`src/source/hub_settings.svh`:
```
// client hub build settings
// sizes, latency, frame limits and framing byte values shared by RTL and testbench
`ifndef HUB_SETTINGS_SVH
`define HUB_SETTINGS_SVH

// number of echo clients behind the hub, one per port byte value
`define HUB_N_CLIENTS 4

// client pipeline depth, idata to odata
`define HUB_N_LAT 3

// payload length limits, in bytes, including the two trailer bytes
`define HUB_MAX_LEN 1500
`define HUB_MIN_LEN 3

// raw_l stays up this many cycles after raw_s falls
`define HUB_TAIL 4

// framing bytes, as on an ethernet line
`define HUB_PREAMBLE_BYTE 8'h55
`define HUB_SFD_BYTE 8'hd5

`endif

```
`src/source/hub_client_pkg.sv`:
```
// client side types of the client hub
// sequence number, checksum and the one-hot client select
`include "hub_settings.svh"

package hub_client_pkg;

	// per client packet count, sent as the next to last reply byte
	typedef logic [7:0] seq_t;

	// running xor of the echoed bytes, sent as the last reply byte
	typedef logic [7:0] csum_t;

	// one bit per client, at most one bit set
	typedef logic [`HUB_N_CLIENTS-1:0] client_sel_t;

endpackage

```
`src/source/hub_frame_pkg.sv`:
```
// frame side types of the client hub
// byte, length and counter widths plus the framer state encoding
package hub_frame_pkg;

	// one byte on the line or on the client bus
	typedef logic [7:0] byte_t;

	// payload length from the header, also the remaining count len_c
	typedef logic [10:0] len_t;

	// port byte exactly as received, before range check
	typedef logic [7:0] port_t;

	// dropped frame counter, wraps
	typedef logic [15:0] drop_cnt_t;

	// framer states
	typedef enum logic [2:0] {
		idle,      // waiting for rx_dv
		preamble,  // 0x55 run, ends at sfd
		port,      // port byte
		len_hi,    // length high byte
		len_lo,    // length low byte, limits checked here
		payload,   // streaming to the addressed client
		tail,      // raw_l hold after payload
		drop       // bad frame, wait for rx_dv to fall
	} framer_state_t;

endpackage

```
`src/source/client_hub_top.sv`:
```
// client hub top, framer feeding a bank of echo clients
// replies are merged back onto one strobed byte stream
`timescale 1ns/1ps
`include "hub_settings.svh"

module client_hub_top (
	input  logic                     clk,
	input  logic                     rst_n,
	input  hub_frame_pkg::byte_t     rx_data,
	input  logic                     rx_dv,
	output hub_frame_pkg::byte_t     tx_data,
	output logic                     tx_strobe,
	output logic                     tx_done,
	output hub_frame_pkg::drop_cnt_t drop_count
);

	import hub_frame_pkg::*;
	import hub_client_pkg::*;

	// client bus, broadcast from the framer
	byte_t       idata;
	len_t        len_c;
	logic        raw_l;  // long frame strobe, watched from outside
	logic        raw_s;
	client_sel_t client_sel;

	// one reply byte per client
	byte_t [`HUB_N_CLIENTS-1:0] odata_all;

	rx_framer rx_framer_inst (
		.clk        (clk),
		.rst_n      (rst_n),
		.rx_data    (rx_data),
		.rx_dv      (rx_dv),
		.idata      (idata),
		.len_c      (len_c),
		.raw_l      (raw_l),
		.raw_s      (raw_s),
		.client_sel (client_sel),
		.drop_count (drop_count)
	);

	// identical clients, each sees raw_s but keeps only its own frames
	for (genvar i = 0; i < `HUB_N_CLIENTS; i++) begin : g_client
		echo_client echo_client_inst (
			.clk   (clk),
			.rst_n (rst_n),
			.idata (idata),
			.len_c (len_c),
			.raw_s (raw_s),
			.sel   (client_sel[i]),
			.odata (odata_all[i])
		);
	end

	tx_merge tx_merge_inst (
		.clk        (clk),
		.rst_n      (rst_n),
		.raw_s      (raw_s),
		.client_sel (client_sel),
		.odata_all  (odata_all),
		.tx_data    (tx_data),
		.tx_strobe  (tx_strobe),
		.tx_done    (tx_done)
	);

endmodule

```
`src/source/echo_client.sv`:
```
// echo client, returns its payload after a fixed latency
// last two bytes are replaced by the packet sequence number and an xor checksum
`timescale 1ns/1ps
`include "hub_settings.svh"

module echo_client (
	input  logic                 clk,
	input  logic                 rst_n,
	input  hub_frame_pkg::byte_t idata,
	input  hub_frame_pkg::len_t  len_c,
	input  logic                 raw_s,
	input  logic                 sel,
	output hub_frame_pkg::byte_t odata
);

	import hub_frame_pkg::*;
	import hub_client_pkg::*;

	logic  take;                  // payload byte meant for this client
	byte_t push_byte;             // byte entering the pipeline
	seq_t  seq;
	csum_t csum;
	byte_t pipe [`HUB_N_LAT];     // fixed latency delay line

	assign take = raw_s & sel;  // broadcast bus, select checked here only

	// trailer substitution by remaining count
	always_comb begin
		if (!take)
			push_byte = '0;  // keeps idle output quiet
		else if (len_c == len_t'(2))
			push_byte = byte_t'(seq);
		else if (len_c == len_t'(1))
			push_byte = byte_t'(csum);
		else
			push_byte = idata;  // plain echo
	end

	// sequence and checksum state
	always_ff @(posedge clk) begin
		if (!rst_n) begin
			seq  <= '0;
			csum <= '0;
		end else if (take) begin
			if (len_c == len_t'(1)) begin
				// last byte, packet done
				seq  <= seq + 1'b1;
				csum <= '0;  // ready for next packet
			end else if (len_c > len_t'(2)) begin
				csum <= csum ^ csum_t'(idata);  // only echoed bytes count
			end
		end
	end

	// delay line shifts every cycle, so latency is exactly HUB_N_LAT
	always_ff @(posedge clk) begin
		pipe[0] <= push_byte;
		for (int i = 1; i < `HUB_N_LAT; i++) begin
			pipe[i] <= pipe[i-1];
		end
	end

	assign odata = pipe[`HUB_N_LAT-1];

endmodule

```
`src/source/rx_framer.sv`:
```
// rx framer, parses preamble, sfd and the 3 byte header from the rx byte stream
// presents payload on the client bus and counts dropped frames
`timescale 1ns/1ps
`include "hub_settings.svh"

module rx_framer (
	input  logic                        clk,
	input  logic                        rst_n,
	input  hub_frame_pkg::byte_t        rx_data,
	input  logic                        rx_dv,
	output hub_frame_pkg::byte_t        idata,
	output hub_frame_pkg::len_t         len_c,
	output logic                        raw_l,
	output logic                        raw_s,
	output hub_client_pkg::client_sel_t client_sel,
	output hub_frame_pkg::drop_cnt_t    drop_count
);

	import hub_frame_pkg::*;
	import hub_client_pkg::*;

	framer_state_t state;
	byte_t         len_hi_byte;  // header length, high byte
	logic [15:0]   hdr_len;      // full header length, wide enough for any byte pair
	len_t          len_cnt;      // payload bytes left, then reused as tail timer
	logic          drop_now;     // current byte decides a drop
	port_t         port_byte;

	assign port_byte = rx_data;
	assign hdr_len = {len_hi_byte, rx_data};

	// drop decision for the byte on rx_data in the current state
	always_comb begin
		drop_now = 1'b0;
		if (rx_dv) begin
			case (state)
				idle:     drop_now = rx_data != `HUB_PREAMBLE_BYTE;  // frame must open with 0x55
				preamble: drop_now = rx_data != `HUB_PREAMBLE_BYTE && rx_data != `HUB_SFD_BYTE;
				port:     drop_now = port_byte >= `HUB_N_CLIENTS;
				len_lo:   drop_now = hdr_len < `HUB_MIN_LEN || hdr_len > `HUB_MAX_LEN;
				default:  drop_now = 1'b0;
			endcase
		end
	end

	// line byte is registered every cycle, the strobes say when it counts
	always_ff @(posedge clk) begin
		idata <= rx_data;
		if (state == len_hi)
			len_hi_byte <= rx_data;
	end

	always_ff @(posedge clk) begin
		if (!rst_n) begin
			state      <= idle;
			raw_s      <= 1'b0;
			len_c      <= '0;
			len_cnt    <= '0;
			client_sel <= '0;
			drop_count <= '0;
		end else begin
			raw_s <= 1'b0;  // strobe only on payload bytes
			len_c <= '0;
			if (drop_now) begin
				state      <= drop;
				client_sel <= '0;  // addressed client never sees raw_s
				drop_count <= drop_count + 1'b1;
			end else begin
				case (state)
					idle: begin
						if (rx_dv)
							state <= preamble;  // first 0x55
					end
					preamble: begin
						if (!rx_dv)
							state <= idle;  // runt, nothing to count
						else if (rx_data == `HUB_SFD_BYTE)
							state <= port;
					end
					port: begin
						if (!rx_dv) begin
							state <= idle;
						end else begin
							// port already range checked, one-hot from the low bits
							client_sel <= client_sel_t'(1) << port_byte;
							state      <= len_hi;
						end
					end
					len_hi: begin
						if (!rx_dv) begin
							state      <= idle;
							client_sel <= '0;
						end else begin
							state <= len_lo;
						end
					end
					len_lo: begin
						if (!rx_dv) begin
							state      <= idle;
							client_sel <= '0;
						end else begin
							len_cnt <= len_t'(hdr_len);  // limits passed, fits in 11 bits
							state   <= payload;
						end
					end
					payload: begin
						if (rx_dv) begin
							raw_s <= 1'b1;
							len_c <= len_cnt;  // length on first byte, 1 on last
							if (len_cnt == len_t'(1)) begin
								len_cnt <= len_t'(`HUB_TAIL);  // reload as tail timer
								state   <= tail;
							end else begin
								len_cnt <= len_cnt - 1'b1;
							end
						end
					end
					tail: begin
						if (len_cnt == '0) begin
							state      <= idle;
							client_sel <= '0;  // held until the merge has used it
						end else begin
							len_cnt <= len_cnt - 1'b1;
						end
					end
					drop: begin
						if (!rx_dv)
							state <= idle;
					end
					default: state <= idle;
				endcase
			end
		end
	end

	// long strobe, up from first preamble byte on idata through the tail
	// dropped frames take it down again
	assign raw_l = state != idle && state != drop;

endmodule

```
`src/source/tx_merge.sv`:
```
// tx merge, delays the payload strobe and client select to match client latency
// picks the addressed client's byte and flags the end of each reply
`timescale 1ns/1ps
`include "hub_settings.svh"

module tx_merge (
	input  logic                                        clk,
	input  logic                                        rst_n,
	input  logic                                        raw_s,
	input  hub_client_pkg::client_sel_t                 client_sel,
	input  hub_frame_pkg::byte_t [`HUB_N_CLIENTS-1:0]   odata_all,
	output hub_frame_pkg::byte_t                        tx_data,
	output logic                                        tx_strobe,
	output logic                                        tx_done
);

	import hub_frame_pkg::*;
	import hub_client_pkg::*;

	logic [`HUB_N_LAT-1:0] strobe_pipe;         // raw_s delay
	client_sel_t           sel_pipe [`HUB_N_LAT];  // select travels with the strobe
	logic                  strobe_q;            // tx_strobe one cycle back

	always_ff @(posedge clk) begin
		if (!rst_n) begin
			strobe_pipe <= '0;
			strobe_q    <= 1'b0;
			for (int i = 0; i < `HUB_N_LAT; i++) begin
				sel_pipe[i] <= '0;
			end
		end else begin
			strobe_pipe <= {strobe_pipe[`HUB_N_LAT-2:0], raw_s};
			strobe_q    <= tx_strobe;
			sel_pipe[0] <= client_sel;
			for (int i = 1; i < `HUB_N_LAT; i++) begin
				sel_pipe[i] <= sel_pipe[i-1];
			end
		end
	end

	// lines up with the client delay lines
	assign tx_strobe = strobe_pipe[`HUB_N_LAT-1];

	// one cycle pulse after the last strobe of a reply
	assign tx_done = strobe_q & ~tx_strobe;

	// one-hot and-or mux, zero when no client is selected
	always_comb begin
		tx_data = '0;
		for (int i = 0; i < `HUB_N_CLIENTS; i++) begin
			if (sel_pipe[`HUB_N_LAT-1][i])
				tx_data = tx_data | odata_all[i];
		end
	end

endmodule

```
`config.mk`:
```
export PLATFORM = sky130hd
export DESIGN_NAME = client_hub_top
export DESIGN_NICKNAME = d
export VERILOG_FILES = /design/src/source/hub_client_pkg.sv /design/src/source/hub_frame_pkg.sv /design/src/source/client_hub_top.sv /design/src/source/echo_client.sv /design/src/source/rx_framer.sv /design/src/source/tx_merge.sv
export VERILOG_INCLUDE_DIRS = /design/src /design/src/source
export SDC_FILE = /design/constraint.sdc
export NUM_CORES = 1
export LEC_CHECK = 0
export BUFFER_PORTS_ARGS = -buffer_cell sky130_fd_sc_hd__buf_2
export CELL_PAD_IN_SITES_DETAIL_PLACEMENT = 1
export CELL_PAD_IN_SITES_GLOBAL_PLACEMENT = 1
export CORE_ASPECT_RATIO = 1.5
export CORE_MARGIN = 2
export CORE_UTILIZATION = 52
export DETAILED_ROUTE_END_ITERATION = 10
export HOLD_SLACK_MARGIN = 0.05
export PLACE_DENSITY_LB_ADDON = 0.1
export SETUP_SLACK_MARGIN = 0.15
export SKIP_LAST_GASP = 1
export SYNTH_ARGS = -nofsm -noshare
export SYNTH_HDL_FRONTEND = slang
export SYNTH_HIERARCHICAL = 1
export SYNTH_SLANG_ARGS = --single-unit
```
`constraint.sdc`:
```
create_clock -name clk -period 5.03 [get_ports clk]
set_input_delay 0.2515 -clock clk [delete_from_list [all_inputs] [get_ports clk]]
set_output_delay 0.2515 -clock clk [all_outputs]
set_load 0.02 [all_outputs]
```
## After elaboration in Yosys (flattened, before gate mapping)

Memories as Yosys holds them, arrays and structs flattened.
Index checks and enable logic that the tools add are counted.

| word-level totals | value |
|---|---|
| bits in registers | 130 |
| bits in writable memories | 108 |
| input port bits | 11 |
| output and inout port bits | 26 |
| logic and storage cells | 154 |
| memories | 5 |

Memory list:

| name | words | bits a word | read ports | clocked after memory_dff | wr ports | line | text |
|---|---|---|---|---|---|---|---|
| g_client[0].echo_client_inst.pipe | 3 | 8 | 3 | 0 | 3 | echo_client.sv:23 | `` byte_t pipe [`HUB_N_LAT]; `` |
| g_client[1].echo_client_inst.pipe | 3 | 8 | 3 | 0 | 3 | echo_client.sv:23 |  |
| g_client[2].echo_client_inst.pipe | 3 | 8 | 3 | 0 | 3 | echo_client.sv:23 |  |
| g_client[3].echo_client_inst.pipe | 3 | 8 | 3 | 0 | 3 | echo_client.sv:23 |  |
| tx_merge_inst.sel_pipe | 3 | 4 | 3 | 0 | 3 | tx_merge.sv:21 | `` client_sel_t sel_pipe [`HUB_N_LAT]; `` |

| cells by class | value |
|---|---|
| add/sub/neg operators | 6 |
| $lt $le $gt $ge | 4 |
| eq/ne operators | 25 |
| shifts and indexed selects | 1 |
| muxes and demuxes | 53 |
| bitwise operators | 20 |
| reduce and logical (&&, ||, !) cells | 22 |

Operator list:

| kind | count |
|---|---|
| $mux 8 | 24 |
| $mux 11 | 4 |
| $pmux 11 s3 | 1 |
| $add 8x1->8 const B | 4 |
| $xor 8x8->8 | 4 |
| $mux 3 | 10 |
| $mux 4 | 6 |
| $or 8x8->8 | 3 |
| $pmux 3 s8 | 1 |
| $eq 11x1->1 const B | 2 |
| $add 16x1->16 const B | 1 |
| $gt 16x11->1 const B | 1 |
| $lt 16x2->1 const B | 1 |
| $reduce_and 2->1 | 8 |
| $eq 3x3->1 const B | 4 |
| $pmux 4 s3 | 1 |
| $eq 11x2->1 const B | 1 |
| $gt 11x2->1 const B | 1 |
| $logic_not 11->1 | 1 |
| $sub 11x1->11 const B | 1 |
| $ne 2x2->1 const B | 5 |
| $ne 3x2->1 const B | 3 |
| $eq 8x8->1 const B | 1 |
| $ge 8x3->1 const B | 1 |
| 25 further kinds | 42 |

## Longest topological paths before layout

An unclocked memory read counts as a cell.

| logic depth | value |
|---|---|
| depth after elaboration | 8 |
| gate-level depth with buffers | 9 |
| gate-level depth less buffers | 8 |

## Cells and area by module

Netlist, hierarchy kept.

By module, submodules not included:

| module | instances | cells an instance | area each (µm²) | seq. area each (µm²) |
|---|---|---|---|---|
| echo_client | 4 | 164 | 1589.0 | 800.8 |
| rx_framer | 1 | 302 | 2787.7 | 1321.3 |
| tx_merge | 1 | 62 | 644.4 | 320.3 |

## Least setup slack after synthesis

OpenSTA, ideal clock, no wires.

| timing path | value |
|---|---|
| path kind | register to register |
| start point | reg rx_framer_inst.len_c[2] |
| end point | reg g_client[0].echo_client_inst.seq[4] |
| setup time | 70 ps |
| arrival | 2038 ps |
| required time | 4960 ps |
| setup slack | 2922 ps |
| cell stages (with the launch flop) | 7 |
| buffers on the path | 2 |
| period minus slack after synthesis | 2108 ps |
| cell sequence | dfxtp_1 -> or4_1 -> buf_2 -> or4_1 -> buf_2 -> or3_1 -> a21oi_1 |

| on the way | value |
|---|---|
| cells in the longest elaborated chain, start to end | 2 |

RTL lines:

| item | line | text |
|---|---|---|
| from (decl) | rx_framer.sv:12 | `output hub_frame_pkg::len_t len_c,` |
| from (signal assigned) | rx_framer.sv:109 | `len_c <= len_cnt;` |
| $eq 11x1->1 | echo_client.sv:45 | `if (len_c == len_t'(1)) begin` |
| $reduce_and 2->1 (no source line) | -- |  |
| to (signal assigned) | echo_client.sv:47 | `seq <= seq + 1'b1;` |
| to (decl) | echo_client.sv:21 | `seq_t seq;` |

No other way between the ends.
A chain may end at the register's enable or synchronous reset.

## Worst setup path in the final report

| timing path | value |
|---|---|
| start point | reg rx_framer_inst.state[1] |
| end point | reg rx_framer_inst.len_cnt[5] |

| on the way | value |
|---|---|
| cells in the longest elaborated chain, start to end | 5 |
| elaborated cells on any way between the ends | 15 |
| those cells by class | eq/ne (8); mux (3); bitwise (1); reduce/logical (3) |

RTL lines:

| item | line | text |
|---|---|---|
| from (decl) | rx_framer.sv:22 | `framer_state_t state;` |
| from (signal assigned) | rx_framer.sv:55 | `state <= idle;` |
| from (signal assigned) | rx_framer.sv:65 | `state <= drop;` |
| from (signal assigned) | rx_framer.sv:72 | `state <= preamble;` |
| $eq 3x3->1 (tied with other cells) | rx_framer.sv:36, rx_framer.sv:69 |  |
| $pmux 1 s4 | rx_framer.sv:36 | `case (state)` |
| $mux 1 | rx_framer.sv:35 | `if (rx_dv) begin` |
| $not 1->1 (no source line) | -- |  |
| $reduce_and 5->1 (no source line) | -- |  |
| to (signal assigned) | rx_framer.sv:102 | `len_cnt <= len_t'(hdr_len);` |
| to (signal assigned) | rx_framer.sv:111 | `` len_cnt <= len_t'(`HUB_TAIL); `` |
| to (signal assigned) | rx_framer.sv:114 | `len_cnt <= len_cnt - 1'b1;` |
| to (decl) | rx_framer.sv:25 | `len_t len_cnt;` |

Parallel ways exist; a longest one is shown, timed or not.

==> results.md <==
- The flow ran to the end, and the final reports show no timing, DRC or antenna violations.
- The final period demand of the worst path is 2680 ps.
- The buffers inserted during post-CTS setup optimization is 0.
- CTS built an H-tree with a depth of 1.
- The tree is rooted in a sky130_fd_sc_hd__clkbuf_16.
- The worst register-to-register path begins at rx_framer_inst/state[1].
- The horizontal die dimension is ~120 µm.
- The critical path in this run is classified as reg -> reg.
- Setup violations remaining at the end of the flow were counted as 0.
- Synthesis produced a netlist whose cell count is ~1000.
- The worst flop-to-flop path endpoint is rx_framer_inst/len_cnt[5].
- The relative area change from synthesis to final layout is 8.06%.
- The I/O pin count is 37.
- Derived from the worst setup path, the maximum achievable clock frequency is roughly 0.37 GHz.
- The register-to-register setup slack is 2350 ps.
- The floorplan step defined a core boundary enclosing roughly 0.018 mm².
- The final max-slew violation count is 0.
- For this run, the total global-route usage over all layers was measured as 0.252.
- The initial antenna violation count is 0.
- The wire length per cell is roughly 20 µm.
- The worst hold path depth is 3.
- The category of the worst setup path launch point is a register.
- A synthesized cell averages between 9 and 10 µm².
- From bottom edge to top edge, the die measures between 150 and 200 µm.
- The CTS buffer count is 22.
- During synthesis, Yosys emitted a total of 6 warnings.
- Dividing total power by cell area gives a power density of 364 mW/mm².
- The endpoint type of the worst setup path is a register.
- The cell row count is 61.
- The die footprint is 0.0199 mm².
- The clock latency of the later-clocked register in the worst-skew pair is 500 ps.
- The worst max-slew margin expressed relative to the limit is 0.344.
- When the netlist entered floorplanning its net count stood at between 1000 and 1500.
- Data on the critical path is required at its endpoint by 5440 ps.
- Clock-pin slew was measured on the worst setup and hold paths at approximately 70 ps.
- STA puts the critical path data arrival time at approximately 3000 ps.
- The mean number of vias per cell is between 5 and 6.
- In the final layout, the share of cells above drive strength 1 is 0.111.
- The routed layout has between 7000 and 8000 vias.
- The number of DRC markers in iteration 0 is 359.
- The transition at the pin with the smallest max-transition slack is about 1000 ps.
- The critical path ends at rx_framer_inst/len_cnt[5].
- The congestion estimate from routability-driven global placement came to 0.944.
- The first global-routing pass estimated about 40000 µm of wire.
- TritonCTS built the clock tree.
- For the final database, setup skew stands at ~8 ps.
- The final sum of negative setup slack is 0 ps.
- The pre-antenna-repair detailed-routing pass consisted of 4 iterations.
- After filler insertion, the fill cell instance count of the layout stands at roughly 2100.
- The number of nets with antenna violations after routing is 0.
- The worst-case setup slack after placement is approximately 2400 ps.
- Detailed placement ended at an HPWL of 17000 µm.
- Setup repair after global routing left no endpoint under its margin.
- In the finished design, the share of the clock period the worst path needs comes to 0.532.
- The via count of the first global-routing pass is 7553.
- The final net count is about 1000.
- The number of gates resized after cts is 0.
- The worst-case IR drop observed on VDD is approximately 320 µV.
- After layout, the worst setup slack is between 2000 and 2500 ps.
- The total detailed-routing wirelength is 25100 µm.
- The analysis attributes to cell leakage a power of about 4 nW.
- The path class of the lowest-slack min-delay path is in -> reg.
- The total of max-cap violations is 0.
- The number of antenna repair diodes is 0.
- The number of hold buffers added after cts is 8.
- In the routed design, unresolved DRC markers number 0.
- In this run the worst setup path begins at rx_framer_inst/state[1].
- The number of hold violations in the final report is 0.
- The sink count of the clock tree is roughly 240.
- The maximum number of pins on one net before global-route repair is 47.
- Port buffering added 36 buffers.
- The clock passes through at most 3 buffers.
- The total overflow left after global routing is 0.
- The maximum fanout count along the critical path is 14.
- The starting density of the core is 0.529.
- The synthesized area is 0.00978 mm².
- The number of cells traversed by the worst register-to-register path is 6.
## metal layers
layer / part of all wire / track usage
met1: 0.40 / 0.291
met2: 0.54 / 0.479
met3: 0.027 / 0.0235
met4: 0.033 / 0.0895
met5: 0 / 0
## layout by cell type, fill, tap and decap left out, drive strengths merged, types with 9 or more instances in the layout
cell type    n
dfxtp      230
a21oi       78
o21ai       72
nor2        65
nand2       55
buf         41
xor2        39
and3        38
and2        37
mux2i       34
o41ai       32
or3         27
clkbuf      26
or4         26
inv         20
a22oi       18
nor4        18
nand3       15
nor3        12
nand4       10
nand2b       9
## how the worst min path moves through the flow
stage / start / to / slack, ps
after global routing: rx_dv / rx_framer_inst/state[0] / 150
final: rx_dv / rx_framer_inst/state[0] / 130
after CTS: rx_dv / rx_framer_inst/state[0] / 110
after floorplan: rx_data[0] / rx_framer_inst/idata[0] / 280
after global placement: g_client[2].echo_client_inst/pipe[0][6] / g_client[2].echo_client_inst/pipe[0][14] / 310
after detailed placement: g_client[0].echo_client_inst/pipe[0][7] / g_client[0].echo_client_inst/pipe[0][15] / 310
## sequential cells by signal (all words and copies together) (netlist names)
name and flops:
g_client.echo_client_inst/seq 32, tx_merge_inst/strobe_pipe 3, tx_merge_inst/sel_pipe 12, rx_framer_inst/state 3, rx_framer_inst/len_hi_byte 8, rx_framer_inst/idata 8
rx_framer_inst/drop_count 16, rx_framer_inst/client_sel 4, rx_framer_inst/raw_s 1, g_client.echo_client_inst/pipe 96, g_client.echo_client_inst/csum 32, rx_framer_inst/len_cnt 11
tx_merge_inst/strobe_q 1, rx_framer_inst/len_c 11
## layout make-up
class	instances	area (µm²)	share of cell area
flip-flops and latches	238	4850	0.459
clock buffers	26	607	0.0574
repair buffers	49	298	0.0282
well taps	252	315	0.0298
multi-input cells	664	4340	0.411
inverters	16	60.1	0.00569
clock inverters	11	98.8	0.00936
## where the power goes
part,switching (W),internal [W],total (W)
combinational,0.000164,0.0000838,0.000248
sequential,0.0000418,0.00192,0.00196
clock,0.000719,0.000921,0.00164
total,0.000925,0.00292,0.00385
## stage by stage
stage | area (µm²) | instances | util | hold WS [ps] | power, W
after global routing | 10600 | 1256 | 0.572 | 148 | 0.00399
after CTS | 10600 | 1256 | 0.572 | 105 | 0.00389
after floorplan | 9780 | 1017 | - | 279 | 0.00216
final | 10600 | 1256 | 0.572 | 125 | 0.00385
after detailed placement | 9780 | 1211 | 0.529 | 313 | 0.00224
after global placement | 9780 | 1211 | 0.529 | 311 | 0.00224
## worst max-delay path, stage by stage, from the launching register on
cell and delay, ps:
sky130_fd_sc_hd__dfxtp_1 610, sky130_fd_sc_hd__nor2b_1 490, sky130_fd_sc_hd__o21ai_1 450, sky130_fd_sc_hd__o21bai_1 460, sky130_fd_sc_hd__nor3_1 280, sky130_fd_sc_hd__a21oi_1 60, sky130_fd_sc_hd__o32ai_1 230
(Power assumes the default switching activity.)
